[src/design/fb_pkg.sv]
/* framebuffer side definitions, pixel colour and default size */
`default_nettype none

package fb_pkg;

    // one palette index per pixel
    typedef logic [3:0] color_t;

    localparam int FB_WIDTH_DEFAULT  = 160;  // pixels per row
    localparam int FB_HEIGHT_DEFAULT = 120;  // rows

endpackage

`default_nettype wire

[src/design/draw_pkg.sv]
/* geometry definitions for the line and triangle steppers,
   also used by the testbench reference model */
`default_nettype none

package draw_pkg;

    // default coordinate width in bits
    localparam int CORDW_DEFAULT = 10;

    // order in which the outline is walked
    typedef enum logic [1:0] {
        EDGE_01,  // vertex 0 to vertex 1
        EDGE_12,  // vertex 1 to vertex 2
        EDGE_20   // vertex 2 back to vertex 0, last edge
    } edge_t;

endpackage

`default_nettype wire
[src/design/triangle_render_top.sv]
/* triangle outline renderer, producer -> pixel FIFO -> framebuffer writer.
   start is taken only while busy is low, done pulses after the last write */
`default_nettype none
`timescale 1ns/1ps

module triangle_render_top #(
    parameter int CORDW      = draw_pkg::CORDW_DEFAULT,
    parameter int FB_WIDTH   = fb_pkg::FB_WIDTH_DEFAULT,
    parameter int FB_HEIGHT  = fb_pkg::FB_HEIGHT_DEFAULT,
    parameter int ADDRW      = 15,
    parameter int FIFO_DEPTH = 8
) (
    input  wire logic             clk,
    input  wire logic             rst,
    input  wire logic             start,
    input  wire logic [CORDW-1:0] x0,
    input  wire logic [CORDW-1:0] y0,
    input  wire logic [CORDW-1:0] x1,
    input  wire logic [CORDW-1:0] y1,
    input  wire logic [CORDW-1:0] x2,
    input  wire logic [CORDW-1:0] y2,
    input  wire fb_pkg::color_t   color,
    input  wire logic             mem_ack,
    output logic                  mem_req,
    output logic      [ADDRW-1:0] mem_addr,
    output fb_pkg::color_t        mem_color,
    output logic                  busy,
    output logic                  done
);
    logic             start_ok;    // accepted start
    fb_pkg::color_t   color_q;     // colour held for the whole triangle
    logic [CORDW-1:0] px, py;
    logic             pix_valid, pix_last;
    logic             tri_drawing;
    logic [CORDW-1:0] rd_x, rd_y;
    logic             rd_last, not_empty, full, pop;
    logic             wr_active;

    assign start_ok = start && !busy;
    assign busy     = tri_drawing || not_empty || wr_active;

    always_ff @(posedge clk) begin
        if (start_ok) begin
            color_q <= color;
        end
    end

    draw_triangle #(.CORDW(CORDW)) i_draw (
        .clk       (clk),
        .rst       (rst),
        .start     (start_ok),
        .oe        (!full),        // hold the stepper while the FIFO is full
        .x0        (x0),
        .y0        (y0),
        .x1        (x1),
        .y1        (y1),
        .x2        (x2),
        .y2        (y2),
        .px        (px),
        .py        (py),
        .pix_valid (pix_valid),
        .pix_last  (pix_last),
        .drawing   (tri_drawing),
        .tri_done  ()              // completion is taken from the writer
    );

    pixel_fifo #(.CORDW(CORDW), .FIFO_DEPTH(FIFO_DEPTH)) i_fifo (
        .clk       (clk),
        .rst       (rst),
        .push      (pix_valid),
        .wr_x      (px),
        .wr_y      (py),
        .wr_last   (pix_last),
        .pop       (pop),
        .rd_x      (rd_x),
        .rd_y      (rd_y),
        .rd_last   (rd_last),
        .not_empty (not_empty),
        .full      (full)
    );

    fb_writer #(
        .CORDW     (CORDW),
        .FB_WIDTH  (FB_WIDTH),
        .FB_HEIGHT (FB_HEIGHT),
        .ADDRW     (ADDRW)
    ) i_writer (
        .clk       (clk),
        .rst       (rst),
        .not_empty (not_empty),
        .rd_x      (rd_x),
        .rd_y      (rd_y),
        .rd_last   (rd_last),
        .color     (color_q),
        .mem_ack   (mem_ack),
        .pop       (pop),
        .mem_req   (mem_req),
        .mem_addr  (mem_addr),
        .mem_color (mem_color),
        .active    (wr_active),
        .done      (done)
    );

endmodule

`default_nettype wire

[src/design/fb_writer.sv]
/* framebuffer writer, clips each pixel, forms y*FB_WIDTH+x and writes it
   to memory over a four-phase req/ack exchange */
`default_nettype none
`timescale 1ns/1ps

module fb_writer #(
    parameter int CORDW     = draw_pkg::CORDW_DEFAULT,    // coordinate width
    parameter int FB_WIDTH  = fb_pkg::FB_WIDTH_DEFAULT,   // pixels per row
    parameter int FB_HEIGHT = fb_pkg::FB_HEIGHT_DEFAULT,  // rows
    parameter int ADDRW     = 15                          // memory address width
) (
    input  wire logic             clk,
    input  wire logic             rst,
    input  wire logic             not_empty,  // head entry valid
    input  wire logic [CORDW-1:0] rd_x,
    input  wire logic [CORDW-1:0] rd_y,
    input  wire logic             rd_last,
    input  wire fb_pkg::color_t   color,      // colour of the current triangle
    input  wire logic             mem_ack,
    output logic                  pop,        // head taken this cycle
    output logic                  mem_req,
    output logic      [ADDRW-1:0] mem_addr,
    output fb_pkg::color_t        mem_color,
    output logic                  active,     // entry in flight
    output logic                  done        // last entry retired
);
    localparam logic [1:0] S_IDLE = 2'd0;  // waiting for an entry
    localparam logic [1:0] S_REQ  = 2'd1;  // req high, waiting for ack
    localparam logic [1:0] S_REL  = 2'd2;  // req low, waiting for ack to drop

    logic [1:0]       state;
    logic             in_fb;
    logic [ADDRW-1:0] addr_calc;
    logic             last_q;  // flag of the entry being written

    assign in_fb     = (rd_x < FB_WIDTH) && (rd_y < FB_HEIGHT);
    assign addr_calc = ADDRW'(rd_y) * ADDRW'(FB_WIDTH) + ADDRW'(rd_x);

    assign pop     = (state == S_IDLE) && not_empty;
    assign mem_req = (state == S_REQ);
    assign active  = (state != S_IDLE) || done;  // covers the done cycle

    always_ff @(posedge clk) begin
        if (rst) begin
            state <= S_IDLE;
            done  <= 1'b0;
        end else begin
            done <= 1'b0;
            case (state)
                S_IDLE: begin
                    if (not_empty) begin
                        if (in_fb) begin
                            mem_addr  <= addr_calc;
                            mem_color <= color;
                            last_q    <= rd_last;
                            state     <= S_REQ;
                        end else begin
                            done <= rd_last;  // clipped, retired at once
                        end
                    end
                end
                S_REQ: begin
                    if (mem_ack) begin
                        state <= S_REL;
                    end
                end
                S_REL: begin
                    if (!mem_ack) begin  // exchange complete
                        state <= S_IDLE;
                        done  <= last_q;
                    end
                end
                default: state <= S_IDLE;
            endcase
        end
    end

endmodule

`default_nettype wire

[src/design/pixel_fifo.sv]
/* first-word fall-through FIFO for pixel coordinates and the last flag.
   head is valid while not_empty is high, pop takes it */
`default_nettype none
`timescale 1ns/1ps

module pixel_fifo #(
    parameter int CORDW      = draw_pkg::CORDW_DEFAULT,  // coordinate width
    parameter int FIFO_DEPTH = 8                         // power of two
) (
    input  wire logic             clk,
    input  wire logic             rst,
    input  wire logic             push,
    input  wire logic [CORDW-1:0] wr_x,
    input  wire logic [CORDW-1:0] wr_y,
    input  wire logic             wr_last,
    input  wire logic             pop,
    output logic      [CORDW-1:0] rd_x,       // head entry
    output logic      [CORDW-1:0] rd_y,
    output logic                  rd_last,
    output logic                  not_empty,
    output logic                  full
);
    localparam int PW = $clog2(FIFO_DEPTH);  // pointer width
    localparam int DW = 2 * CORDW + 1;       // last, y, x

    logic [DW-1:0] mem [FIFO_DEPTH];
    logic [PW-1:0] wr_ptr, rd_ptr;
    logic [PW:0]   count;
    logic          do_push, do_pop;

    assign do_push   = push && !full;
    assign do_pop    = pop && not_empty;
    assign full      = (count == (PW+1)'(FIFO_DEPTH));
    assign not_empty = (count != '0);

    assign {rd_last, rd_y, rd_x} = mem[rd_ptr];

    always_ff @(posedge clk) begin
        if (do_push) begin
            mem[wr_ptr] <= {wr_last, wr_y, wr_x};
        end
    end

    always_ff @(posedge clk) begin
        if (rst) begin
            wr_ptr <= '0;
            rd_ptr <= '0;
            count  <= '0;
        end else begin
            if (do_push) begin
                wr_ptr <= wr_ptr + 1'b1;  // wraps at depth
            end
            if (do_pop) begin
                rd_ptr <= rd_ptr + 1'b1;
            end
            case ({do_push, do_pop})
                2'b10:   count <= count + 1'b1;
                2'b01:   count <= count - 1'b1;
                default: count <= count;  // both or neither
            endcase
        end
    end

endmodule

`default_nettype wire

[src/design/draw_triangle.sv]
/* triangle outline producer, walks edges 0-1, 1-2 and 2-0 through draw_line.
   pushes one pixel per cycle while oe is high, pix_last marks the final one */
`default_nettype none
`timescale 1ns/1ps

module draw_triangle #(
    parameter int CORDW = draw_pkg::CORDW_DEFAULT  // coordinate width
) (
    input  wire logic             clk,
    input  wire logic             rst,
    input  wire logic             start,      // taken only when idle
    input  wire logic             oe,         // buffer has room
    input  wire logic [CORDW-1:0] x0,         // vertices
    input  wire logic [CORDW-1:0] y0,
    input  wire logic [CORDW-1:0] x1,
    input  wire logic [CORDW-1:0] y1,
    input  wire logic [CORDW-1:0] x2,
    input  wire logic [CORDW-1:0] y2,
    output logic      [CORDW-1:0] px,         // pixel to push
    output logic      [CORDW-1:0] py,
    output logic                  pix_valid,  // push strobe
    output logic                  pix_last,   // endpoint of the last edge
    output logic                  drawing,    // triangle in progress
    output logic                  tri_done    // one cycle after last edge
);
    localparam logic S_IDLE = 1'b0;
    localparam logic S_DRAW = 1'b1;

    logic                 state;
    draw_pkg::edge_t      cur_edge;
    logic [CORDW-1:0]     vx0, vy0, vx1, vy1, vx2, vy2;  // latched vertices
    logic [CORDW-1:0]     lx0, ly0, lx1, ly1;            // current edge
    logic                 line_start;
    logic                 line_drawing, line_end, line_done;

    always_ff @(posedge clk) begin
        if (rst) begin
            state      <= S_IDLE;
            cur_edge   <= draw_pkg::EDGE_01;
            line_start <= 1'b0;
            tri_done   <= 1'b0;
        end else begin
            line_start <= 1'b0;
            tri_done   <= 1'b0;
            case (state)
                S_IDLE: begin
                    if (start) begin
                        {vx0, vy0} <= {x0, y0};
                        {vx1, vy1} <= {x1, y1};
                        {vx2, vy2} <= {x2, y2};
                        cur_edge   <= draw_pkg::EDGE_01;
                        line_start <= 1'b1;
                        state      <= S_DRAW;
                    end
                end
                default: begin
                    if (line_done) begin
                        case (cur_edge)
                            draw_pkg::EDGE_01: begin
                                cur_edge   <= draw_pkg::EDGE_12;
                                line_start <= 1'b1;
                            end
                            draw_pkg::EDGE_12: begin
                                cur_edge   <= draw_pkg::EDGE_20;
                                line_start <= 1'b1;
                            end
                            default: begin  // third edge finished
                                tri_done <= 1'b1;
                                state    <= S_IDLE;
                            end
                        endcase
                    end
                end
            endcase
        end
    end

    always_comb begin
        case (cur_edge)
            draw_pkg::EDGE_01: {lx0, ly0, lx1, ly1} = {vx0, vy0, vx1, vy1};
            draw_pkg::EDGE_12: {lx0, ly0, lx1, ly1} = {vx1, vy1, vx2, vy2};
            default:           {lx0, ly0, lx1, ly1} = {vx2, vy2, vx0, vy0};
        endcase
    end

    draw_line #(.CORDW(CORDW)) i_line (
        .clk      (clk),
        .rst      (rst),
        .start    (line_start),
        .oe       (oe),
        .x0       (lx0),
        .y0       (ly0),
        .x1       (lx1),
        .y1       (ly1),
        .x        (px),
        .y        (py),
        .drawing  (line_drawing),
        .line_end (line_end),
        .done     (line_done)
    );

    assign pix_valid = line_drawing && oe;  // stepper advances on the same cycle
    assign pix_last  = line_end && (cur_edge == draw_pkg::EDGE_20);
    assign drawing   = (state == S_DRAW);

endmodule

`default_nettype wire

[src/design/draw_line.sv]
/* Bresenham line stepper, one pixel per cycle while oe is high.
   pulse start with the endpoints, x and y are valid while drawing is high */
`default_nettype none
`timescale 1ns/1ps

module draw_line #(
    parameter int CORDW = draw_pkg::CORDW_DEFAULT  // coordinate width
) (
    input  wire logic             clk,
    input  wire logic             rst,
    input  wire logic             start,     // begin a new line
    input  wire logic             oe,        // output enable, hold when low
    input  wire logic [CORDW-1:0] x0,        // start point
    input  wire logic [CORDW-1:0] y0,
    input  wire logic [CORDW-1:0] x1,        // end point
    input  wire logic [CORDW-1:0] y1,
    output logic      [CORDW-1:0] x,         // current pixel
    output logic      [CORDW-1:0] y,
    output logic                  drawing,   // x and y hold a pixel
    output logic                  line_end,  // current pixel is the endpoint
    output logic                  done       // one cycle after endpoint taken
);
    localparam int EW = CORDW + 3;  // error term width, room for sums

    logic [CORDW-1:0]     adx, ady;      // magnitudes of the new line
    logic signed [EW-1:0] dx_in, dy_in;  // dx positive, dy negative
    logic signed [EW-1:0] dx, dy, err;   // latched terms
    logic signed [EW:0]   e2;            // twice the error
    logic signed [EW-1:0] err_next;
    logic                 step_x, step_y;
    logic                 left, up;      // step directions
    logic [CORDW-1:0]     xe, ye;        // latched endpoint

    always_comb begin
        adx = (x1 >= x0) ? x1 - x0 : x0 - x1;
        ady = (y1 >= y0) ? y1 - y0 : y0 - y1;
        dx_in = $signed(EW'(adx));
        dy_in = -$signed(EW'(ady));
    end

    assign e2     = {err, 1'b0};
    assign step_x = (e2 >= dy);  // move along x
    assign step_y = (e2 <= dx);  // move along y

    always_comb begin
        err_next = err;
        if (step_x) begin
            err_next = err_next + dy;
        end
        if (step_y) begin
            err_next = err_next + dx;
        end
    end

    assign line_end = drawing && (x == xe) && (y == ye);

    always_ff @(posedge clk) begin
        if (rst) begin
            drawing <= 1'b0;
            done    <= 1'b0;
        end else begin
            done <= 1'b0;
            if (drawing && oe) begin  // current pixel taken
                if (line_end) begin
                    drawing <= 1'b0;
                    done    <= 1'b1;
                end else begin
                    err <= err_next;
                    if (step_x) begin
                        x <= left ? x - 1'b1 : x + 1'b1;
                    end
                    if (step_y) begin
                        y <= up ? y - 1'b1 : y + 1'b1;
                    end
                end
            end else if (start && !drawing) begin
                x       <= x0;  // first pixel is the start point
                y       <= y0;
                xe      <= x1;
                ye      <= y1;
                left    <= (x1 < x0);
                up      <= (y1 < y0);
                dx      <= dx_in;
                dy      <= dy_in;
                err     <= dx_in + dy_in;
                drawing <= 1'b1;
            end
        end
    end

endmodule

`default_nettype wire

[config.mk]
export PLATFORM = sky130hd
export DESIGN_NAME = triangle_render_top
export DESIGN_NICKNAME = d
export VERILOG_FILES = /design/src/design/fb_pkg.sv /design/src/design/draw_pkg.sv /design/src/design/triangle_render_top.sv /design/src/design/fb_writer.sv /design/src/design/pixel_fifo.sv /design/src/design/draw_triangle.sv /design/src/design/draw_line.sv
export SDC_FILE = /design/constraint.sdc
export NUM_CORES = 1
export LEC_CHECK = 0
export BUFFER_PORTS_ARGS = -buffer_cell sky130_fd_sc_hd__buf_2
export CORE_MARGIN = 5
export CORE_UTILIZATION = 25
export CTS_CLUSTER_DIAMETER = 50
export CTS_CLUSTER_SIZE = 40
export DETAILED_ROUTE_END_ITERATION = 16
export GPL_TIMING_DRIVEN = 0
export PLACE_DENSITY = 0.49
export SLEW_MARGIN = 20
export SYNTH_ARGS = -nofsm -noshare
export SYNTH_HDL_FRONTEND = slang
export SYNTH_SLANG_ARGS = --single-unit
[constraint.sdc]
create_clock -name clk -period 17.2 [get_ports clk]
set_input_delay 0.86 -clock clk [delete_from_list [all_inputs] [get_ports clk]]
set_output_delay 0.86 -clock clk [all_outputs]
set_load 0.02 [all_outputs]
==> flow_summary.toml, run 1 <==
[min_path]
min-delay-start = "x0[6]"
hold_path_class = "input port to flip-flop"
hold_depth = 1

[timing]
maxSlewViolCount = 0
fmax_mhz = 125.4
setup-violations-final = 0
tns_ns = 0
worst_slew_margin_rel_pct = 30.56
min_period_ns = 7.975
period_share_pct = 46.37
finalHoldViolCount = 0
worst_pin_slew_ns = 1.038
rsz0062_at_grt = "no"
clock_skew_ns = 0.02453

[clock_tree]
htreeDepth = 2
numCtsBuffers = 47
cts_resized = 0
postCtsSetupBuffers = 0
clockBufferDepth = 3
clockRootBuffer = "clkbuf_16"
clk_latency_ns = 0.60
clkTransAtPathRegs_ns = 0.06
cts_tree = "done"
clock-sinks = 352
cts-hold-fix-buffers = 0

[die]
rows = 101
die_h_um = 286.1
core_area_sq_mm = 0.07582
ios = 90
die_w_um = 286.1
start_util_pct = 25.13
die-area_sq_mm = 0.08185

[critical_path]
cp-end-kind = "flip-flop"
worst_ep_arrival_time_ns = 8.28
rr_worst_depth = 25
crit_cells = 25
cp_data_required_time_ns = 17.50
cpLargestDelayFamily = "compound AO/OA/AOI/OAI gates"
crit_slowest_cell = "buf_1"
crit_buf_inv = 4
crit_type = "flip-flop to flip-flop"
r2r-start = "i_draw.cur_edge[0]"
max_stage_delay_ns = 0.82
cp-start-kind = "flip-flop"
critical_path.startpoint = "i_draw.cur_edge[0]"
worst-path-max-fanout = 10

[synthesis]
ys_seq_area_share_pct = 54.31
synth_area_per_cell_sq_um = 12.84
synthesis.nets = 1695
yosys.area.top_type = "edfxtp_1"
synthTopCellsByArea = "edfxtp_1, ha_1, mux4_2, xnor2_1, mux2i_1"
ys_seq_elements = 352
async_flop_share_pct = 0
yosys.area.top_type_share_pct = 52.00
syn_inst = 1484
synth-edff-count = 330
yosys_most_used_dff = "edfxtp_1"
synth_area_sq_mm = 0.01906
ys.warnings.count = 0
synth_cell_types = 71

[pwr]
p_total_mw = 4.022
p_per_area_mw_per_mm2 = 177.1
switching_share_pct = 38.49
leakagePower_nw = 8.263
p_int_mw = 2.474
p_clk_share_pct = 24.5
p_sw_mw = 1.548
ir_drop_mv = 0.08879
pwr-share-seq_pct = 29.3
comb_power_share_pct = 46.2

[routing]
drc = 0
drt_iter0_drc = 542
drt_wl_total_um = 48160
vias = 12060
dr.pass1.iters = 5
final_antenna_net_count = 0
wl_per_cell_um = 18.04
vias_per_cell = 4.517

[global_routing]
grt-ovfl-total = 0
grt_pass1_vias = 12600
grt_pass1_wl_um = 74180
grt_max_degree = 27
grt_use_total_pct = 11.69
grt_antenna_before_repair = 2

[layout]
fin_nets = 1865
fin_cells = 2670
antenna_cells = 0
drive_gt1_share_pct = 19.27
syn_to_final_growth_pct = 19.20
mostFrequentLayoutCells = "edfxtp_1, ha_1, inv_1, buf_2, a21oi_1"
final_common_cell = "edfxtp_1"

[run]
drv_cap = 0

[placed_design]
hpwl_um = 37620
gp_congestion = 0.8463
placed_cells = 2583
port_buffers = 89

[run_status]
status = "completed"
[stage by stage]
stage / setup slack [ns] / utilization [%] / hold slack [ns] / area [sq um]
after floorplan: 11.07 / - / 0.4003 / 19060
after global placement: 8.980 / 27.33 / 0.4623 / 20730
after detailed placement: 9.180 / 27.82 / 0.4896 / 21090
after CTS: 9.132 / 29.95 / 0.3856 / 22710
after global routing: 8.576 / 29.96 / 0.3910 / 22720
final: 9.225 / 29.96 / 0.4284 / 22720
[flip-flops by register name (all words and copies together), names as in the netlist, 2 cells and up, named ones only]
name and cells:
color_q 4, i_writer.mem_color 4, i_draw.i_line.xe 10, i_draw.i_line.err 13, i_fifo.rd_ptr 3, i_draw.vy2 10, i_fifo.wr_ptr 3, i_draw.vx2 10
i_fifo.mem 168, i_writer.mem_addr 15, i_draw.vy0 10, i_draw.i_line.dx 10, i_draw.i_line.ye 10, i_draw.i_line.y 10, i_fifo.count 4, i_draw.vx1 10
i_draw.i_line.dy 13, i_draw.i_line.x 10, i_writer.state 2, i_draw.vy1 10, i_draw.cur_edge 2, i_draw.vx0 10
[routing by layer]
| metal | vias to the layer above | track usage (%) | wire, um |
|---|---|---|---|
| met4 | 0 | 4.315 | 1537 |
| met1 | 5843 | 14.95 | 21320 |
| met3 | 85 | 1.827 | 2093 |
| met2 | 252 | 20.04 | 23200 |
| met5 | - | 0 | 0 |
| li1 | 5881 | - | - |
[area by class of cell]
type | instances | area (sq um)
plain buffers | 50 | 227.7
clock buffers | 51 | 1211
clock inverters | 36 | 410.4
fillers | 7608 | 53110
inverters | 113 | 424.2
multi-input cells | 969 | 8125
flip-flops and latches | 352 | 10350
well taps | 978 | 1224
repair buffers | 121 | 743.2
[Yosys cell counts, types with 9 or more instances]
cell type,count
xnor2_1,77
edfxtp_1,330
nand2_1,85
nor4_1,9
nor2_1,80
fa_1,12
nand4_1,13
o21bai_1,18
nand3_1,17
a211oi_1,16
mux4_2,42
o21ai_0,60
mux2i_1,64
clkbuf_1,32
mux2_2,30
inv_1,112
a21o_1,24
nor2b_1,16
a31oi_1,10
o21a_1,17
dfxtp_1,22
ha_1,131
nor3_1,24
or3_1,9
xor2_1,36
a21oi_1,93
[power by group through the flow]
stage	sequential, mW	clock (mW)	combinational [mW]
2_1_floorplan	1.17	0	1.43
3_3_place_gp	1.20	0	1.83
3_5_place_dp	1.20	0	1.87
4_1_cts	1.18	1.02	1.88
5_1_grt	1.19	1.05	2.09
6_report	1.18	0.986	1.86
[path summary, 6_finish.rpt]
check,slack (ns),endpoint
hold reg to reg,0.50,i_writer.mem_color[2]
hold / removal,0.43,i_draw.vx0[6]
setup / recovery,9.22,i_draw.i_line.err[11]
setup reg to reg,9.22,i_draw.i_line.err[11]
[cell families (layout without fill, tap and decap cells)]
family | after synthesis | in the layout | synth area share (%)
XOR/XNOR | 115 | 115 | 5.423
flip-flops | 352 | 352 | 54.31
AO/OA/AOI/OAI | 276 | 276 | 9.015
AND/OR/NAND/NOR | 297 | 297 | 7.695
multiplexers | 137 | 137 | 10.22
buffers and inverters | 163 | 371 | 3.421
adder cells (fa/ha/maj) | 144 | 144 | 9.921
(Power assumes the default switching activity.)
==> run 2, diff against run 1 <==
--- a/config.mk
+++ b/config.mk
@@ -12,7 +12,7 @@
 export CTS_CLUSTER_SIZE = 40
 export DETAILED_ROUTE_END_ITERATION = 16
 export GPL_TIMING_DRIVEN = 0
-export PLACE_DENSITY = 0.49
+export PLACE_DENSITY = 0.51
 export SLEW_MARGIN = 20
 export SYNTH_ARGS = -nofsm -noshare
 export SYNTH_HDL_FRONTEND = slang
==> constraint.sdc (replaced) <==
create_clock -name clk -period 6.8 [get_ports clk]
set_input_delay 0.34 -clock clk [delete_from_list [all_inputs] [get_ports clk]]
set_output_delay 0.34 -clock clk [all_outputs]
set_load 0.02 [all_outputs]
==> flow_summary.toml, run 2 (synthesized netlist as in run 1, its figures left out) <==
[run_status]
status = "completed"

[clock_tree]
htreeDepth = 2
clockBufferDepth = 3
cts_tree = "done"
clock-sinks = 352
clockRootBuffer = "clkbuf_16"
postCtsSetupBuffers = 0
numCtsBuffers = 43
clkTransAtPathRegs_ns = 0.07
clk_latency_ns = 0.58

[die]
rows = 101
core_area_sq_mm = 0.07582
die_w_um = 286.1
ios = 90
start_util_pct = 25.13
die-area_sq_mm = 0.08185
die_h_um = 286.1

[placed_design]
placed_cells = 2581
hpwl_um = 37170
port_buffers = 89
post-place-ws_ns = -1.295
gp_congestion = 0.8448

[critical_path]
worst_ep_arrival_time_ns = 6.76
cp-start-kind = "flip-flop"
worst-path-max-fanout = 10
timing.reg2reg.setup_slack_ns = 0.31
cp-end-kind = "flip-flop"
cp_data_required_time_ns = 7.07
crit_type = "flip-flop to flip-flop"

[routing]
wl_per_cell_um = 17.70
vias = 12220
drc = 0
drt_iter0_drc = 678
vias_per_cell = 4.493
final_antenna_net_count = 0
drt_wl_total_um = 48130
dr.pass1.iters = 5

[timing]
maxSlewViolCount = 0
finalHoldViolCount = 0
setup-violations-final = 0
fmax_mhz = 154.1
worst_pin_slew_ns = 1.090
worst_slew_margin_rel_pct = 27.05
rsz0062_at_grt = "no"
clock_skew_ns = 0.03689
setup_slack_ns = 0.3091
period_share_pct = 95.45
min_period_ns = 6.491

[layout]
fin_nets = 1919
drive_gt1_share_pct = 19.29
final_common_cell = "edfxtp_1"
syn_to_final_growth_pct = 22.32
n_fill_cell = 7591
antenna_cells = 0
top_regs = "i_fifo.mem x168, i_writer.mem_addr x15"
largest_reg_flops = 168
mostFrequentLayoutCells = "edfxtp_1, ha_1, inv_1, buf_2, a21oi_1"
fin_cells = 2720
regMostFlops = "i_fifo.mem"

[pwr]
p_per_area_mw_per_mm2 = 437.2
ir_drop_mv = 0.1958
leakagePower_nw = 8.549

[global_routing]
grt-ovfl-total = 0
grt_antenna_before_repair = 2
grt_use_total_pct = 11.70
grt_pass1_wl_um = 74920
grt_max_degree = 28
grt_pass1_vias = 12770

[min_path]
hold_path_class = "input port to flip-flop"

[run]
drv_cap = 0
run 2: changes by cell type in the layout (fill, tap and decap cells not counted), sizes merged:
cell | previous run | this run
dlygate4sd3 | 0 | 61
inv | 131 | 128
clkinvlp | 4 | 2
buf | 139 | 137
clkinv | 13 | 10
clkbuf | 83 | 78
bufinv | 1 | 5
run 2: metrics by stage:
step	total power [mW]	TNS, ns	hold slack [ns]	util (%)	cell area [sq um]
finish	10.19	0	0.01956	30.74	23310
CTS	10.30	0	0.00001127	30.72	23290
global placement	7.620	-13.73	0.4597	27.33	20730
floorplan	6.582	0	0.4003	-	19060
detailed placement	7.726	-5.333	0.4702	27.78	21060
global route	10.94	0	0.004383	30.74	23310
run 2: per-layer routing:
| metal | global-route usage, % | vias up | share of wire (%) |
|---|---|---|---|
| met5 | 0 | - | 0 |
| met4 | 3.127 | 0 | 2.2 |
| met3 | 1.747 | 63 | 3.5 |
| met2 | 20.44 | 241 | 49 |
| met1 | 15.21 | 5938 | 45 |
| li1 | - | 5979 | - |
run 2: final cells by class:
type	count	area (sq um)	share of cell area, %
plain buffers	49	251.5	1.079
clock buffers	47	1155	4.954
clock inverters	32	426.7	1.830
inverters	113	424.2	1.820
multi-input cells	969	8154	34.98
flip-flops and latches	352	10350	44.41
well taps	978	1224	5.250
repair buffers	180	1324	5.679
run 2: report_power, final:
part | switching [mW] | internal, mW
registers | 0.168 | 2.81
clock network | 1.01 | 1.47
logic | 2.65 | 2.08
run 2: repair_timing:
| action | in CTS | in global routing |
|---|---|---|
| hold buffers | 61 | 0 |
| endpoints found under the setup margin | 7 | 3 |
| gates resized for setup | 24 | 14 |
| cloned | 0 | 0 |
| hold endpoints to repair | 61 | 0 |
| pin swaps | 0 | 0 |
run 2: critical path: stages, from the launching register on:
cell	delay (ns)
dfxtp_2	0.50
buf_6	0.25
mux2i_1	0.21
nor2_1	0.07
a21oi_2	0.27
inv_1	0.08
ha_1	0.23
fa_1	0.44
nand2b_1	0.21
a311oi_1	0.38
or3_1	0.18
buf_6	0.15
mux2_2	0.36
ha_1	0.36
ha_1	0.31
a21o_1	0.18
a21oi_1	0.22
o21ai_0	0.24
nand2_1	0.17
nor2_1	0.05
a32o_1	0.22
a2111oi_2	0.40
a31oi_1	0.21
nand3_1	0.17
mux2i_1	0.24
a211oi_2	0.08
run 2: worst paths after layout:
path                           start                     to  cells after the start
hold / removal              color[3]             color_q[3]                      1
setup / recovery  i_draw.cur_edge[0]  i_draw.i_line.err[11]                     25
hold reg to reg           color_q[3]  i_writer.mem_color[3]                      0
setup reg to reg  i_draw.cur_edge[0]  i_draw.i_line.err[11]                     25
==> run 3, diff against run 2 <==
--- a/config.mk
+++ b/config.mk
@@ -7,12 +7,12 @@
 export LEC_CHECK = 0
 export BUFFER_PORTS_ARGS = -buffer_cell sky130_fd_sc_hd__buf_2
 export CORE_MARGIN = 5
-export CORE_UTILIZATION = 25
+export CORE_UTILIZATION = 46
 export CTS_CLUSTER_DIAMETER = 50
 export CTS_CLUSTER_SIZE = 40
 export DETAILED_ROUTE_END_ITERATION = 16
 export GPL_TIMING_DRIVEN = 0
-export PLACE_DENSITY = 0.51
+export PLACE_DENSITY = 0.75
 export SLEW_MARGIN = 20
 export SYNTH_ARGS = -nofsm -noshare
 export SYNTH_HDL_FRONTEND = slang
==> flow_summary.toml, run 3 (synthesized netlist as in run 1, its figures left out) <==
[placed_design]
post-place-ws_ns = -1.079
hpwl_um = 32190
gp_congestion = 0.8692
port_buffers = 89

[timing]
tns_ns = 0
worst_slew_margin_rel_pct = 32.47
fmax_mhz = 156.3
setup_slack_ns = 0.4002
worst_pin_slew_ns = 1.009
setup-violations-final = 0
min_period_ns = 6.400
clock_skew_ns = 0.02187
finalHoldViolCount = 0
maxSlewViolCount = 0
period_share_pct = 94.11
rsz0062_at_grt = "no"
hold_slack_ns = 0.08194

[pwr]
p_total_mw = 9.632
leakagePower_nw = 8.343
p_per_area_mw_per_mm2 = 430.9
p_sw_mw = 3.684
pwr-share-seq_pct = 30.9
p_clk_share_pct = 20.6
ir_drop_mv = 0.2456
switching_share_pct = 38.24
comb_power_share_pct = 48.5
p_int_mw = 5.948

[global_routing]
grt_antenna_before_repair = 1
grt_pass1_vias = 12620
grtUsageMet2_pct = 33.43
grtUsageMet3_pct = 3.131
grt-busiest-layer = "met2"
grt_max_degree = 30
grt_use_total_pct = 19.45
grt-ovfl-total = 0
gr-usage-met1_pct = 25.33
grt_pass1_wl_um = 69210

[clock_tree]
clkTransAtPathRegs_ns = 0.06
clockBufferDepth = 3
cts_tree = "done"
clock-sinks = 352
htreeDepth = 2
numCtsBuffers = 35
clockRootBuffer = "clkbuf_16"
clk_latency_ns = 0.56

[critical_path]
crit_cells = 25
r2r_end = "i_draw.i_line.err[11]"
cp-start-kind = "flip-flop"
worst_ep_arrival_time_ns = 6.66
max_stage_delay_ns = 0.47
crit_type = "flip-flop to flip-flop"
rr_worst_depth = 25
r2r-start = "i_draw.cur_edge[0]"
cpMostUsedCell = "ha_1"
crit_buf_inv = 3
endpoint = "i_draw.i_line.err[11]"
crit_slowest_cell = "dfxtp_2"
cp-end-kind = "flip-flop"
timing.reg2reg.setup_slack_ns = 0.40
worst-path-max-fanout = 10
critical_path.startpoint = "i_draw.cur_edge[0]"
cpLargestDelayFamily = "compound AO/OA/AOI/OAI gates"
cp_data_required_time_ns = 7.06

[layout]
mostFrequentLayoutCells = "edfxtp_1, ha_1, inv_1, buf_2, a21oi_1"
fin_nets = 1911
multi_input_comb_area_sq_mm = 0.008154
regArea_sq_mm = 0.01035
syn_to_final_growth_pct = 17.30
n_fill_cell = 3322
regMostFlops = "i_fifo.mem"
final_common_cell = "edfxtp_1"
largest_reg_flops = 168
antenna_cells = 0
top_regs = "i_fifo.mem x168, i_writer.mem_addr x15"
drive_gt1_share_pct = 18.02

[die]
rows = 74
ios = 90
core_area_sq_mm = 0.04092
die-area_sq_mm = 0.04560
die_h_um = 213.5
start_util_pct = 46.57
die_w_um = 213.5

[routing]
drt_wl_total_um = 43830
drt_iter0_drc = 947
dr.pass1.iters = 5
vias_per_cell = 5.581
drc = 0
wl_per_cell_um = 19.41
vias = 12600
final_antenna_net_count = 0

[run_status]
status = "completed"

[run]
drv_cap = 0

[min_path]
hold_path_class = "input port to flip-flop"
[run 3: changes by cell type in the layout (fill, tap and decap cells not counted), moves of 4 or more]
cell / previous run / this run
clkbuf_16: 46 / 37
clkbuf_1: 22 / 27
bufinv_16: 5 / 0
buf_4: 18 / 14
inv_8: 7 / 2
[run 3: power groups by stage]
stage          registers, mW  clock network [mW]  logic, mW
3_3_place_gp            3.01                   0       4.42
4_1_cts                 2.97                2.02       4.68
6_report                2.97                1.99       4.67
3_5_place_dp            3.02                   0       4.60
2_1_floorplan           2.97                   0       3.62
5_1_grt                 3.00                2.11       5.22
[run 3: repair_timing]
item,in CTS,in global routing
gates resized for setup,16,9
setup endpoints to repair,7,3
buffers inserted,0,0
hold buffers,64,0
hold endpoints to repair,64,0
[run 3: area by class of cell]
cell class | instances | area share [%]
Buffer | 49 | 1.075
Multi-Input combinational cell | 969 | 36.48
Inverter | 113 | 1.897
Tap cell | 532 | 2.978
Clock buffer | 41 | 4.209
Timing Repair Buffer | 180 | 5.911
Sequential cell | 352 | 46.31
Clock inverter | 22 | 1.147
[run 3: per-stage QoR]
stage          instance area (sq um)  instances  util [%]
5_1_grt                        22350       2258     54.62
3_3_place_gp                   20170       2105     49.28
4_1_cts                        22340       2258     54.58
3_5_place_dp                   20470       2132     50.02
2_1_floorplan                  19060       1484         -
6_report                       22350       2258     54.62
[run 3: worst register-to-register path: cells and delay by family (launching register included)]
| family | cells | cell delay (ns) |
|---|---|---|
| buf+inv | 3 | 0.53 |
| flops | 1 | 0.47 |
| mux | 3 | 0.80 |
| fa+ha+maj | 4 | 1.35 |
| simple gates | 6 | 0.87 |
| compound gates | 9 | 2.12 |
[run 3: worst min-delay path by stage]
stage / start / to / slack (ns) / cells after the start
5_1_grt: mem_ack / i_writer.state[1] / 0.08 / 2
4_1_cts: mem_ack / i_writer.state[1] / 0.05 / 2
6_report: mem_ack / i_writer.state[1] / 0.08 / 2
2_1_floorplan: color_q[0] / i_writer.mem_color[0] / 0.40 / 0
3_3_place_gp: color_q[1] / i_writer.mem_color[1] / 0.40 / 0
3_5_place_dp: color_q[1] / i_writer.mem_color[1] / 0.41 / 0
[run 3: routing by layer]
layer	wire length, um	part of all wire [%]
met1	17960	41
met2	21660	49
met3	2799	6.4
met4	1401	3.2
met5	7	0.016
